**src/source/xbus_pkg.sv**
```systemverilog
// xbus shared definitions
// bus widths, the i/o and ram windows, register addresses,
// interrupt vectors and the arbiter state encoding

package xbus_pkg;

   // word address and data on the bus
   typedef logic [21:0] xbus_addr_t;
   typedef logic [31:0] xbus_data_t;
   typedef logic [7:0]  vector_t;

   // i/o board window, 64 words
   localparam xbus_addr_t io_base    = 22'o17772000;

   localparam xbus_addr_t io_kbd_lo  = 22'o17772040;
   localparam xbus_addr_t io_kbd_hi  = 22'o17772041;
   localparam xbus_addr_t io_mouse_y = 22'o17772042;
   localparam xbus_addr_t io_mouse_x = 22'o17772043;
   localparam xbus_addr_t io_beep    = 22'o17772044;
   localparam xbus_addr_t io_csr     = 22'o17772045;
   localparam xbus_addr_t io_usec_lo = 22'o17772050;
   localparam xbus_addr_t io_usec_hi = 22'o17772051;
   localparam xbus_addr_t io_hz60    = 22'o17772052;

   // scratch ram window, 256 words
   localparam xbus_addr_t ram_base   = 22'o17770000;

   // interrupt vectors
   localparam vector_t vec_kbd_mouse = 8'o260;
   localparam vector_t vec_clock     = 8'o274;

   // fixed field above the key bits in the scan word
   localparam logic [7:0] kbd_tag    = 8'b11111001;

   typedef enum logic [1:0] {
      idle,
      busy,
      done
   } arb_state_t;

endpackage

```
**src/source/xbus_arbiter.sv**
```systemverilog
// xbus arbiter
// round-robin grant between two bus masters, routes the winner
// onto the slave bus and steers the completion back; accesses
// that no slave decodes finish with an nxm completion

`timescale 1ns/10ps

module xbus_arbiter
   import xbus_pkg::*;
#(
   parameter int unsigned nxm_timeout = 16
)
(
   input  logic       clk,
   input  logic       reset,
   input  logic       m0_req,
   input  logic       m0_write,
   input  xbus_addr_t m0_addr,
   input  xbus_data_t m0_wdata,
   output logic       m0_ack,
   output xbus_data_t m0_rdata,
   output logic       m0_nxm,
   input  logic       m1_req,
   input  logic       m1_write,
   input  xbus_addr_t m1_addr,
   input  xbus_data_t m1_wdata,
   output logic       m1_ack,
   output xbus_data_t m1_rdata,
   output logic       m1_nxm,
   output logic       bus_req,
   output logic       bus_write,
   output xbus_addr_t bus_addr,
   output xbus_data_t bus_wdata,
   input  logic       io_decode,
   input  logic       io_ack,
   input  xbus_data_t io_rdata,
   input  logic       ram_decode,
   input  logic       ram_ack,
   input  xbus_data_t ram_rdata
);

   localparam int cnt_w = $clog2(nxm_timeout + 2);
   localparam logic [cnt_w-1:0] nxm_last = cnt_w'(nxm_timeout + 1);

   arb_state_t       state;
   logic             grant;
   logic             last_served;
   logic             next_grant;
   logic [cnt_w-1:0] nxm_count;
   logic             nxm_fire;
   logic             bus_done;
   xbus_data_t       rdata;

   // alternate when both ask, otherwise take whoever asks
   assign next_grant = (m0_req & m1_req) ? ~last_served : m1_req;

   assign bus_req   = (state == busy);
   assign bus_write = grant ? m1_write : m0_write;
   assign bus_addr  = grant ? m1_addr  : m0_addr;
   assign bus_wdata = grant ? m1_wdata : m0_wdata;

   // nobody claimed the address in time
   assign nxm_fire = bus_req & ~io_decode & ~ram_decode & (nxm_count == nxm_last);
   assign bus_done = bus_req & (io_ack | ram_ack | nxm_fire);

   assign rdata = io_ack  ? io_rdata  :
                  ram_ack ? ram_rdata : '0;

   assign m0_ack   = bus_done & ~grant;
   assign m1_ack   = bus_done & grant;
   assign m0_nxm   = nxm_fire & ~grant;
   assign m1_nxm   = nxm_fire & grant;
   assign m0_rdata = rdata;
   assign m1_rdata = rdata;

   always_ff @(posedge clk)
   begin
      if (reset)
      begin
         state       <= idle;
         grant       <= 1'b0;
         last_served <= 1'b1;
         nxm_count   <= '0;
      end
      else
      begin
         case (state)
            idle:
            begin
               nxm_count <= '0;
               if (m0_req | m1_req)
               begin
                  grant <= next_grant;
                  state <= busy;
               end
            end
            busy:
            begin
               if (!io_decode && !ram_decode)
                  nxm_count <= nxm_count + 1'b1;
               if (bus_done)
               begin
                  last_served <= grant;
                  state       <= done;
               end
            end
            // bus_req low for one cycle so the slaves rearm
            done:
               state <= idle;
            default:
               state <= idle;
         endcase
      end
   end

endmodule

```
**config.mk**
```make
export PLATFORM = sky130hd
export DESIGN_NAME = xbus_arbiter
export DESIGN_NICKNAME = d
export VERILOG_FILES = /design/src/source/xbus_pkg.sv /design/src/source/xbus_arbiter.sv
export SDC_FILE = /design/constraint.sdc
export NUM_CORES = 1
export LEC_CHECK = 0
export CAP_MARGIN = 10
export CORE_AREA = 2 2 118 120
export CTS_CLUSTER_DIAMETER = 100
export CTS_CLUSTER_SIZE = 12
export DETAILED_ROUTE_END_ITERATION = 8
export DIE_AREA = 0 0 120 122
export DONT_BUFFER_PORTS = 1
export GPL_TIMING_DRIVEN = 0
export PLACE_DENSITY = 0.3
export SLEW_MARGIN = 40
export SYNTH_ARGS = -nofsm -noshare
export SYNTH_HDL_FRONTEND = slang
export SYNTH_SLANG_ARGS = --single-unit
```
**constraint.sdc**
```tcl
create_clock -name clk -period 2.3 [get_ports clk]
set_clock_uncertainty 0.1 [all_clocks]
set_input_delay 0.115 -clock clk [delete_from_list [all_inputs] [get_ports clk]]
set_output_delay 0.115 -clock clk [all_outputs]
set_load 0.01 [all_outputs]
```
==> summary.md <==
| Metric | Value |
|---|---|
| CORE AREA | 13500 um^2 |
| Layout area overhead | 21.7% |
| Final Util | approximately 15% |
| Crit Path Class | flop to flop |
| CP Launch Point | state[1] |
| DP HPWL | 7.27 mm |
| Worst setup SP type | flop |
| Mapped Nets | 380 |
| # rows | 43 |
| Max Freq | about 470 MHz |
| Fin. Hold Viols | 0 |
| I/O pins | roughly 310 |
| Count of state elements after synthesis | 9 |
| Design area | between 2000 and 2500 um^2 |
| IO Port Bufs | 0 |
| Reg2Reg Launch Point | state[1] |
| Wire length on met2 | around 4.1 mm |
| Clock Tree Root | clkbuf_16 |
| Detail Route Antenna Nets | 0 |
| CP arrival | around 2200 ps |
| VDD IR max | ~0.19 mV |
| R2R setup slack | about 160 ps |
| Top cell by count, worst path | dlygate4sd3_1 |
| Seq pwr share | ~18% |
| Cell area after synthesis | ~1700 um^2 |
| Final min period | roughly 2100 ps |
| WL met3 | 732 um |
| Vias per cell | 4.38 |
| Die width | between 100 and 150 um |
| Synth top area cells | mux2_2 (36%), a22o_1 (15%), buf_4 (14%), dfxtp_1 (11%), buf_2 (2.0%) |
| # nets final | 391 |
| Clock Power Share | about a third |
| H-tree depth | 1 |
| Max_cap viols | 0 |
| Fin Setup TNS | 0 ps |
| Post-synthesis instance total | 196 |
| Post-synth EDFFs | 0 |
| Gate power share | between 40% and 50% |
| Post-route DRC | 0 |
| Largest net degree at the start of global routing | 11 |
| Switch share | 36.5% |
| Slew Limit Headroom | ~61% |
| Fillers | between 1500 and 2000 |
| Initial DRC Count | 23 |
| Cell leakage power | 0.764 nW |
| Async S/R FF share, synth | 0% |
| Uppermost layer routed | met4 |
| Storage cell area | approximately 180 um^2 |
| TritonCTS clock tree | built |
| Overflow after GRT | 0 |
| Count of different cell masters after synthesis | 33 |
| Post-route worst setup slack | 156 ps |
| Int Power | approximately 0.60 mW |
| Die height | around 120 um |
| Top FF cell, synth | dfxtp_1 |
| Crit path capture | grant |
| Area of the multi-input gates | ~1200 um^2 |
| HP Class | input port to flop |
| Die area | between 10000 and 15000 um^2 |
| Post-synth top cells | mux2_2 (55), buf_4 (32), a22o_1 (30) |
| Critical Path End Type | flop |
| Clock Pin Slew Worst Setup and Hold Paths | approximately 40 ps |
| Power per standard cell area | between 400 and 500 nW/um^2 |
| Status | finished clean |
| Final Setup Violations | 0 |
| Placed Instance Area | approximately 1900 um^2 |
| Sequential-to-total area share from yosys stat | approximately a tenth |
| Clock tree buffer depth | 2 |
| Inserted Clock Buffers | 3 |
| Drt total wl | between 8 and 9 mm |
| Delay of the slowest critical-path stage | approximately 560 ps |
| Post-CTS Setup Repair Bufs | 0 |
| RSZ-0062 raised after global routing | false |
| Slowest stage cell, crit path | dlygate4sd3_1 |
| Worst Max-Slew Pin Slew | a little under 600 ps |
| Vias in the first global route | between 1500 and 2000 |
| Psw | between 0.3 and 0.4 mW |
| Setup WS pre-CTS | between 400 and 500 ps |
| Routed via count | between 1500 and 2000 |
| DRT met1 WL | between 3 and 4 mm |
| Worst-path fanout max | 10 |
| Tot Pwr | approximately 0.95 mW |
| FF-to-FF path depth | 6 |
| Placer Congestion | approximately 0.8 |
| Initial antenna violation count | 2 |
| Most common cell in the netlist | mux2_2 |
| Average size of a mapped cell | 8.75 um^2 |
| Synthesis Warnings | 0 |
| Period utilisation layout | between 90 and 100% |
| First-pass GRT wire length | 9.83 mm |
| Yosys top cell by area | mux2_2 |
| Gr usage total | around a tenth |
| CTS Sinks | 9 |
| Avg WL per Cell | approximately 21 um |
| Worst skew pair latency | 240 ps |
| Fraction of layout cells with a size suffix above 1 | approximately half |
| Initial Util | 12.7% |
| Max-slew violations | 0 |
| Critical R2R Capture | grant |
| Share of the synthesized area in the top cell type | between 30% and 40% |
| DRT Pass-1 Iters | 4 |
| Crit path cell chain | buf_2 -> nor2_2 -> nand3_1 -> dlygate4sd3_1 -> a21oi_1 -> dlygate4sd3_1 |
| Worst path required time | 2380 ps |
==> repair_timing <==
action | CTS | global route
resized for setup | 0 | 1
hold buffers | 6 | 0
endpoints found under the setup margin | 0 | 1
hold endpoints to repair | 3 | 0
==> metal layers <==
metal  up-vias  track usage, %
met5         -               0
met4         0            4.56
met3        12            1.31
met2       190            17.2
met1       767            10.7
li1        730               -
==> worst min path at each step <==
stage | from | to | slack (ps) | cells after the start
floorplan | m1_req | grant | 160 | 2
global route | io_decode | nxm_count[0] | 60 | 3
CTS | io_decode | nxm_count[0] | 20 | 3
detailed placement | m1_req | grant | 170 | 2
finish | io_decode | nxm_count[0] | 10 | 3
global placement | m1_req | grant | 180 | 2
==> power by group through the flow <==
stage	Sequential, mW	Combinational [mW]	Clock (mW)
CTS	0.169	0.468	0.319
detailed placement	0.172	0.457	0
finish	0.170	0.463	0.315
global route	0.170	0.496	0.329
floorplan	0.170	0.392	0
global placement	0.172	0.462	0
==> per-stage QoR <==
stage / instances / hold WS (ps)
floorplan: 196 / 162
global placement: 376 / 175
detailed placement: 376 / 172
CTS: 386 / 17.4
global route: 388 / 62.1
finish: 388 / 13.7
==> state kept, by name (all words and copies together), names as in the netlist <==
signal       count
state            2
grant            1
nxm_count        5
last_served      1
==> layout make-up <==
| cell class | instances | share of cell area [%] |
|---|---|---|
| Multi-Input combinational cell | 135 | 58.2 |
| Buffer | 48 | 14.8 |
| Tap cell | 180 | 10.8 |
| Sequential cell | 9 | 8.63 |
| Clock buffer | 4 | 3.78 |
| Timing Repair Buffer | 6 | 2.88 |
| Inverter | 4 | 0.719 |
| Antenna cell | 2 | 0.240 |
==> logic make-up (layout without fill, tap and decap cells) <==
logic type / after synthesis / after routing / share of synthesized area [%]
mux: 56 / 56 / 36.7
other cells: 0 / 2 / 0
flops: 9 / 9 / 10.5
fa+ha+maj: 2 / 2 / 1.46
compound gates: 49 / 49 / 23.3
buf+inv: 52 / 62 / 18.9
simple gates: 28 / 28 / 9.12
==> critical path, delay by kind of cell (launching register included) <==
kind,cells,cell delay [ps]
compound gates,1,110
flops,1,300
buf+inv,3,1290
simple gates,2,280
==> cells in the final DEF (no fill, tap or decap), types with 2 or more instances in the layout <==
master,instances
dlygate4sd3_1,6
dfxtp_1,9
diode_2,2
nand3_1,3
clkbuf_16,3
mux2_2,55
a21oi_1,3
inv_1,4
nor2b_1,2
ha_1,2
nand2_1,6
buf_2,7
buf_4,32
nor3_1,3
clkbuf_1,10
a22o_1,30
nor2_1,8
o21ai_0,4
Note: power is estimated with default switching activity, not from simulation.
