### src/source/xbus_pkg.sv
// xbus shared definitions
// bus widths, the i/o and ram windows, register addresses,
// interrupt vectors and the arbiter state encoding

package xbus_pkg;

   // word address and data on the bus
   typedef logic [21:0] xbus_addr_t;
   typedef logic [31:0] xbus_data_t;
   typedef logic [7:0]  vector_t;

   // i/o board window, 64 words
   localparam xbus_addr_t io_base    = 22'o17772000;

   localparam xbus_addr_t io_kbd_lo  = 22'o17772040;
   localparam xbus_addr_t io_kbd_hi  = 22'o17772041;
   localparam xbus_addr_t io_mouse_y = 22'o17772042;
   localparam xbus_addr_t io_mouse_x = 22'o17772043;
   localparam xbus_addr_t io_beep    = 22'o17772044;
   localparam xbus_addr_t io_csr     = 22'o17772045;
   localparam xbus_addr_t io_usec_lo = 22'o17772050;
   localparam xbus_addr_t io_usec_hi = 22'o17772051;
   localparam xbus_addr_t io_hz60    = 22'o17772052;

   // scratch ram window, 256 words
   localparam xbus_addr_t ram_base   = 22'o17770000;

   // interrupt vectors
   localparam vector_t vec_kbd_mouse = 8'o260;
   localparam vector_t vec_clock     = 8'o274;

   // fixed field above the key bits in the scan word
   localparam logic [7:0] kbd_tag    = 8'b11111001;

   typedef enum logic [1:0] {
      idle,
      busy,
      done
   } arb_state_t;

endpackage

### src/source/xbus_io.sv
// xbus i/o board
// keyboard and mouse latches, a free-running microsecond clock,
// a 60 Hz tick clock, the control/status register and a vectored
// interrupt, all reached through the 64-word i/o window

`timescale 1ns/10ps

module xbus_io
   import xbus_pkg::*;
#(
   parameter int unsigned us_div   = 50,
   parameter int unsigned hz60_div = 833333
)
(
   input  logic        clk,
   input  logic        reset,
   input  logic        bus_req,
   input  logic        bus_write,
   input  xbus_addr_t  bus_addr,
   input  xbus_data_t  bus_wdata,
   output logic        io_decode,
   output logic        io_ack,
   output xbus_data_t  io_rdata,
   input  logic [15:0] kb_data,
   input  logic        kb_ready,
   input  logic [11:0] ms_x,
   input  logic [11:0] ms_y,
   input  logic [2:0]  ms_button,
   input  logic        ms_ready,
   output logic        interrupt,
   output vector_t     vector
);

   localparam int us_w   = $clog2(us_div + 1);
   localparam int hz60_w = $clog2(hz60_div + 1);
   localparam logic [us_w-1:0]   us_last   = us_w'(us_div - 1);
   localparam logic [hz60_w-1:0] hz60_last = hz60_w'(hz60_div - 1);

   logic [1:0]        ack_pipe;
   logic              io_active;
   logic [3:0]        iob_csr;
   // ready bits: clock, keyboard, mouse
   logic [2:0]        iob_rdy;
   logic [15:0]       key_data;
   logic [11:0]       mouse_x;
   logic [11:0]       mouse_y;
   logic [2:0]        mouse_button;
   logic [us_w-1:0]   us_count;
   logic [31:0]       us_clock;
   logic [hz60_w-1:0] hz60_count;
   logic [31:0]       hz60_clock;
   logic              hz60_enabled;
   logic              hz60_tick;
   logic              ms_int;
   logic              kb_int;
   logic              clk_int;

   assign io_decode = bus_req & (bus_addr[21:6] == io_base[21:6]);
   assign io_ack    = ack_pipe[1];

   // ack two cycles after the first decoded cycle, once per request
   always_ff @(posedge clk)
   begin
      if (reset)
      begin
         ack_pipe  <= '0;
         io_active <= 1'b0;
      end
      else
      begin
         ack_pipe <= {ack_pipe[0], io_decode & ~io_active};
         if (!bus_req)
            io_active <= 1'b0;
         else if (io_decode)
            io_active <= 1'b1;
      end
   end

   always_comb
   begin
      case (bus_addr)
         io_kbd_lo:  io_rdata = {16'b0, key_data};
         io_kbd_hi:  io_rdata = {24'b0, kbd_tag};
         io_mouse_y: io_rdata = {17'b0, mouse_button, mouse_y};
         io_mouse_x: io_rdata = {20'b0, mouse_x};
         // no beeper, and no raw quadrature bits above mouse x
         io_beep:    io_rdata = '0;
         io_csr:     io_rdata = {24'b0, 1'b0, iob_rdy, iob_csr};
         io_usec_lo: io_rdata = {16'b0, us_clock[15:0]};
         io_usec_hi: io_rdata = {16'b0, us_clock[31:16]};
         io_hz60:    io_rdata = hz60_clock;
         default:    io_rdata = '0;
      endcase
   end

   // csr writes and read side effects land in the ack cycle
   always_ff @(posedge clk)
   begin
      if (reset)
      begin
         iob_csr      <= '0;
         iob_rdy      <= '0;
         hz60_enabled <= 1'b0;
      end
      else if (io_ack)
      begin
         if (bus_write)
         begin
            if (bus_addr == io_csr)
               iob_csr <= bus_wdata[3:0];
         end
         else
         begin
            case (bus_addr)
               io_kbd_lo, io_kbd_hi:
                  iob_rdy[1] <= 1'b0;
               io_mouse_y:
                  iob_rdy[0] <= 1'b0;
               io_hz60:
               begin
                  iob_rdy[2]   <= 1'b0;
                  hz60_enabled <= 1'b1;
               end
               default:
                  iob_rdy <= iob_rdy;
            endcase
         end
      end
      else
      begin
         if (hz60_tick)
            iob_rdy[2] <= 1'b1;
         if (kb_ready)
            iob_rdy[1] <= 1'b1;
         if (ms_ready)
            iob_rdy[0] <= 1'b1;
      end
   end

   // device latches
   always_ff @(posedge clk)
   begin
      if (kb_ready)
         key_data <= kb_data;
      if (ms_ready)
      begin
         mouse_x      <= ms_x;
         mouse_y      <= ms_y;
         mouse_button <= ms_button;
      end
   end

   // microsecond clock, always running
   always_ff @(posedge clk)
   begin
      if (reset)
      begin
         us_count <= '0;
         us_clock <= '0;
      end
      else if (us_count == us_last)
      begin
         us_count <= '0;
         us_clock <= us_clock + 1'b1;
      end
      else
         us_count <= us_count + 1'b1;
   end

   // 60 Hz clock, held until first read
   assign hz60_tick = hz60_enabled & (hz60_count == hz60_last);

   always_ff @(posedge clk)
   begin
      if (reset)
      begin
         hz60_count <= '0;
         hz60_clock <= '0;
      end
      else if (hz60_tick)
      begin
         hz60_count <= '0;
         hz60_clock <= hz60_clock + 1'b1;
      end
      else if (hz60_enabled)
         hz60_count <= hz60_count + 1'b1;
   end

   assign ms_int  = iob_rdy[0] & iob_csr[1];
   assign kb_int  = iob_rdy[1] & iob_csr[2];
   assign clk_int = iob_rdy[2] & iob_csr[3];

   assign interrupt = ms_int | kb_int | clk_int;
   // keyboard and mouse share a vector and win over the clock
   assign vector = (ms_int | kb_int) ? vec_kbd_mouse :
                   clk_int           ? vec_clock     : '0;

endmodule

### config.mk
export PLATFORM = sky130hd
export DESIGN_NAME = xbus_io
export DESIGN_NICKNAME = d
export VERILOG_FILES = /design/src/source/xbus_pkg.sv /design/src/source/xbus_io.sv
export SDC_FILE = /design/constraint.sdc
export NUM_CORES = 1
export LEC_CHECK = 0
export ABC_AREA = 1
export BUFFER_PORTS_ARGS = -buffer_cell sky130_fd_sc_hd__buf_2
export CAP_MARGIN = 0
export CORE_UTILIZATION = 60
export DETAILED_ROUTE_END_ITERATION = 8
export GPL_ROUTABILITY_DRIVEN = 0
export PLACE_DENSITY = 0.85
export SLEW_MARGIN = 10
export SYNTH_ARGS = -nofsm -noshare
export SYNTH_HDL_FRONTEND = slang
export SYNTH_SLANG_ARGS = --single-unit
### constraint.sdc
create_clock -name clk -period 4.2 [get_ports clk]
set_clock_uncertainty 0.15 [all_clocks]
set_input_delay 0.21 -clock clk [delete_from_list [all_inputs] [get_ports clk]]
set_output_delay 0.21 -clock clk [all_outputs]
set_load 0.005 [all_outputs]
==> results.yml <==
placement:
  place.detailed.hpwl_mm: 14.32
  placedInstanceArea_sq_mm: 0.008426
  numPortBuffers: 114
floorplan:
  floorplan.rows: 41
  die_h_um: 116.2
  core_region_area_sq_mm: 0.01267
  floorplan.die.width_um: 116.2
  start_util_pct: 61.73
  num_io_pins: 146
  design.die.area_sq_mm: 0.01350
clocking:
  clock_insertion_delay_worst_skew_ns: 0.42
  post_cts.repair.setup_buffers: 0
  cts-root-buf: "sky130_fd_sc_hd__clkbuf_16"
  ctsLongestPathBuffers: 2
  cts_hold_repair.buffers: 48
  clkTransAtPathRegs_ns: 0.06
  cts.repair.resized: 0
  tritoncts: "built"
  cts-buffers-inserted: 17
  ctsHtreeMaxLevel: 4
  clock_sink_count: 144
sta:
  final_max_slew_viol_count: 0
  fin_crit_sh_pct: 62.94
  rsz0062_at_grt: "false"
  timing.final.hold_violations: 0
  setup_viol: 0
  totalNegativeSetupSlack_ns: 0
  min_period_ns: 2.644
  timing.fmax_mhz: 378.3
  timing.slew.headroom_pct: 34.87
  worstMarginPinSlew_ns: 0.9733
setup_path:
  critPathArrivalTime_ns: 2.28
  endpoint_kind: "output pin"
  critPathMaxFanout: 20
  critical_path_class: "in2out"
  crit_top_cell: "sky130_fd_sc_hd__nand2_1"
  crit_slowest_cell: "sky130_fd_sc_hd__nor2_4"
  cp-start-kind: "input pin"
  cp_slowest_stage_delay_ns: 0.44
  crit_chain: "buf_2 > nor2_1 > nand3_1 > nor2_4 > buf_4 > nand2_1 > inv_1 > nand2_1 > nand2_1 > nor2_1 > nand2_1 > buf_2"
  timing.critical_path.required_ns: 3.84
drt:
  detail_route.vias_per_cell: 5.541
  router_iterations_before_antenna_repair: 6
  remaining_routing_drc_violations: 0
  detailedRoute.firstIterationViolations: 906
  final_ant_viol_nets: 0
  wirelength_mm: 21.80
  via_count: 8146
  routed_length_per_instance_um: 14.83
synthesis:
  most_frequent_cells_after_synthesis: "273 x sky130_fd_sc_hd__nand2_1, 201 x sky130_fd_sc_hd__nor2_1, 140 x sky130_fd_sc_hd__inv_1"
  share_of_the_synthesized_area_in_compound_gates_ao_oa_aoi_oai_pct: 5.503
  yosys_warn_count: 0
  async_reset_ff_share_pct: 0
  synth.top_cells.by_area: "sky130_fd_sc_hd__dfxtp_1 26%, sky130_fd_sc_hd__edfxtp_1 17%, sky130_fd_sc_hd__nand2_1 13%"
  synth.distinct_cells: 39
  synth_xor_xnor_area_share_pct: 1.456
  synth_top_family_by_area: "simple AND/OR/NAND/NOR gates"
  yosys.area_share.adder_pct: 0.9598
  ys.flop_type: "sky130_fd_sc_hd__dfxtp_1"
  synthMostInstantiatedCell: "sky130_fd_sc_hd__nand2_1"
  synth_top_area_share_pct: 25.85
  synth.avg_cell_area_sq_um: 6.921
  ys_ff_latch: 144
  synth_sequential_area_ratio_pct: 42.36
  syn_inst: 1130
  yosys.area.top_type: "sky130_fd_sc_hd__dfxtp_1"
  synth-edff-count: 43
  synth.area.mux_share_pct: 0
  netlist_area_sq_mm: 0.007821
  post_synth_and_or_nand_nor_area_fraction_pct: 39.67
min_path:
  worstHoldPathType: "in2reg"
pwr:
  power_per_cell_area_mw_per_mm2: 332.6
  leakage_nw: 4.090
  worst_ir_drop_vdd_mv: 0.4102
job:
  cap_violations: 0
cells_and_area:
  final_instance_area_sq_mm: 0.009505
  design.final.nets: 1394
  footprint_of_the_multi_input_gates_sq_mm: 0.003741
  area.growth.synth_to_final_pct: 21.53
  regArea_sq_mm: 0.003313
  num-fill-cells: 943
  layout-drive-gt1-share_pct: 13.72
grt:
  track_usage_pct: 33.27
  vias_in_the_first_global_route: 7334
  grt_max_degree: 47
  grt_remaining_overflow: 0
  grt_antenna_before_repair: 1
  grt_first_pass_wirelength_mm: 34.44
outcome:
  status: "complete, no violations"
==> cell families after synthesis <==
logic type,Yosys count
AOI/OAI and AO/OA,84
and+or+nand+nor,704
DFF,144
xor gates and xnor gates,13
adders and majority gates,6
buffers and inverters,178
other,1
==> metrics by stage <==
step,worst slack (ns),hold WS (ns),cells,total power (W),util (%)
2_1_floorplan,2.480,0.1589,1132,0.001549,-
5_1_grt,1.436,0.07512,1470,0.003232,75.02
4_1_cts,1.654,0.02821,1469,0.003140,75.00
3_5_place_dp,1.660,0.2381,1390,0.001605,66.50
3_3_place_gp,1.689,0.2381,1390,0.001602,66.50
6_report,1.556,0.03338,1470,0.003161,75.02
==> final cells by class <==
type / instances / area share [%]
multi-input combinational: 810 / 39.36
clock buffer: 26 / 5.489
inverter: 144 / 5.686
antenna: 1 / 0.02633
timing repair buffer: 168 / 11.53
tap: 172 / 2.264
sequential: 144 / 34.86
clock inverter: 5 / 0.7898
==> sequential cells by signal, summed over array words and instances, names as in the netlist <==
name and cells:
ack_pipe 2, hz60_clock 32, hz60_count 20, hz60_enabled 1, io_active 1, iob_csr 4
iob_rdy 3, key_data 16, mouse_button 3, mouse_x 12, mouse_y 12, us_clock 32
us_count 6
==> worst paths after layout <==
| kind | startpoint | to | slack [ns] | cells after the start |
|---|---|---|---|---|
| setup / recovery | bus_addr[11] | io_rdata[3] | 1.56 | 12 |
| hold / removal | bus_addr[6] | ack_pipe[0] | 0.03 | 6 |
| setup reg to reg | hz60_count[0] | hz60_count[12] | 1.93 | 9 |
| hold reg to reg | io_active | ack_pipe[0] | 0.27 | 1 |
==> cell usage in the layout (no fill, tap or decap), types with 5 or more instances in the layout <==
cell	n
sky130_fd_sc_hd__a21oi_1	33
sky130_fd_sc_hd__dfxtp_1	101
sky130_fd_sc_hd__nor2_2	7
sky130_fd_sc_hd__ha_1	6
sky130_fd_sc_hd__xor2_1	10
sky130_fd_sc_hd__nor3_1	27
sky130_fd_sc_hd__buf_2	114
sky130_fd_sc_hd__edfxtp_1	43
sky130_fd_sc_hd__clkbuf_1	5
sky130_fd_sc_hd__o21ai_0	46
sky130_fd_sc_hd__nor2_1	200
sky130_fd_sc_hd__inv_1	140
sky130_fd_sc_hd__clkbuf_16	19
sky130_fd_sc_hd__buf_4	6
sky130_fd_sc_hd__nand2_2	5
sky130_fd_sc_hd__nand3_1	133
sky130_fd_sc_hd__nor2_4	7
sky130_fd_sc_hd__nand2_1	273
sky130_fd_sc_hd__nand4_1	28
sky130_fd_sc_hd__dlygate4sd3_1	48
==> layer usage <==
layer | vias to the layer above | global-route usage [%] | wire length (um)
met2 | 490 | 56.79 | 10330
met4 | 0 | 15.30 | 908
met5 | - | 0 | 0
met1 | 3644 | 40.21 | 8589
li1 | 3922 | - | -
met3 | 90 | 7.265 | 1975
==> power breakdown <==
group / leakage [nW] / switching (W) / internal, W / total [W]
sequential: 1.24 / 0.0000153 / 0.00147 / 0.00149
combinational: 2.56 / 0.0000648 / 0.0000652 / 0.000130
clock: 0.294 / 0.000571 / 0.000972 / 0.00154
total: 4.09 / 0.000651 / 0.00251 / 0.00316
==> critical path, delay by kind of cell <==
kind,cells,cell delay [ns]
buffers and inverters,4,0.80
AND/OR/NAND/NOR,8,1.27
No activity file was read; power rests on OpenSTA's default activity.
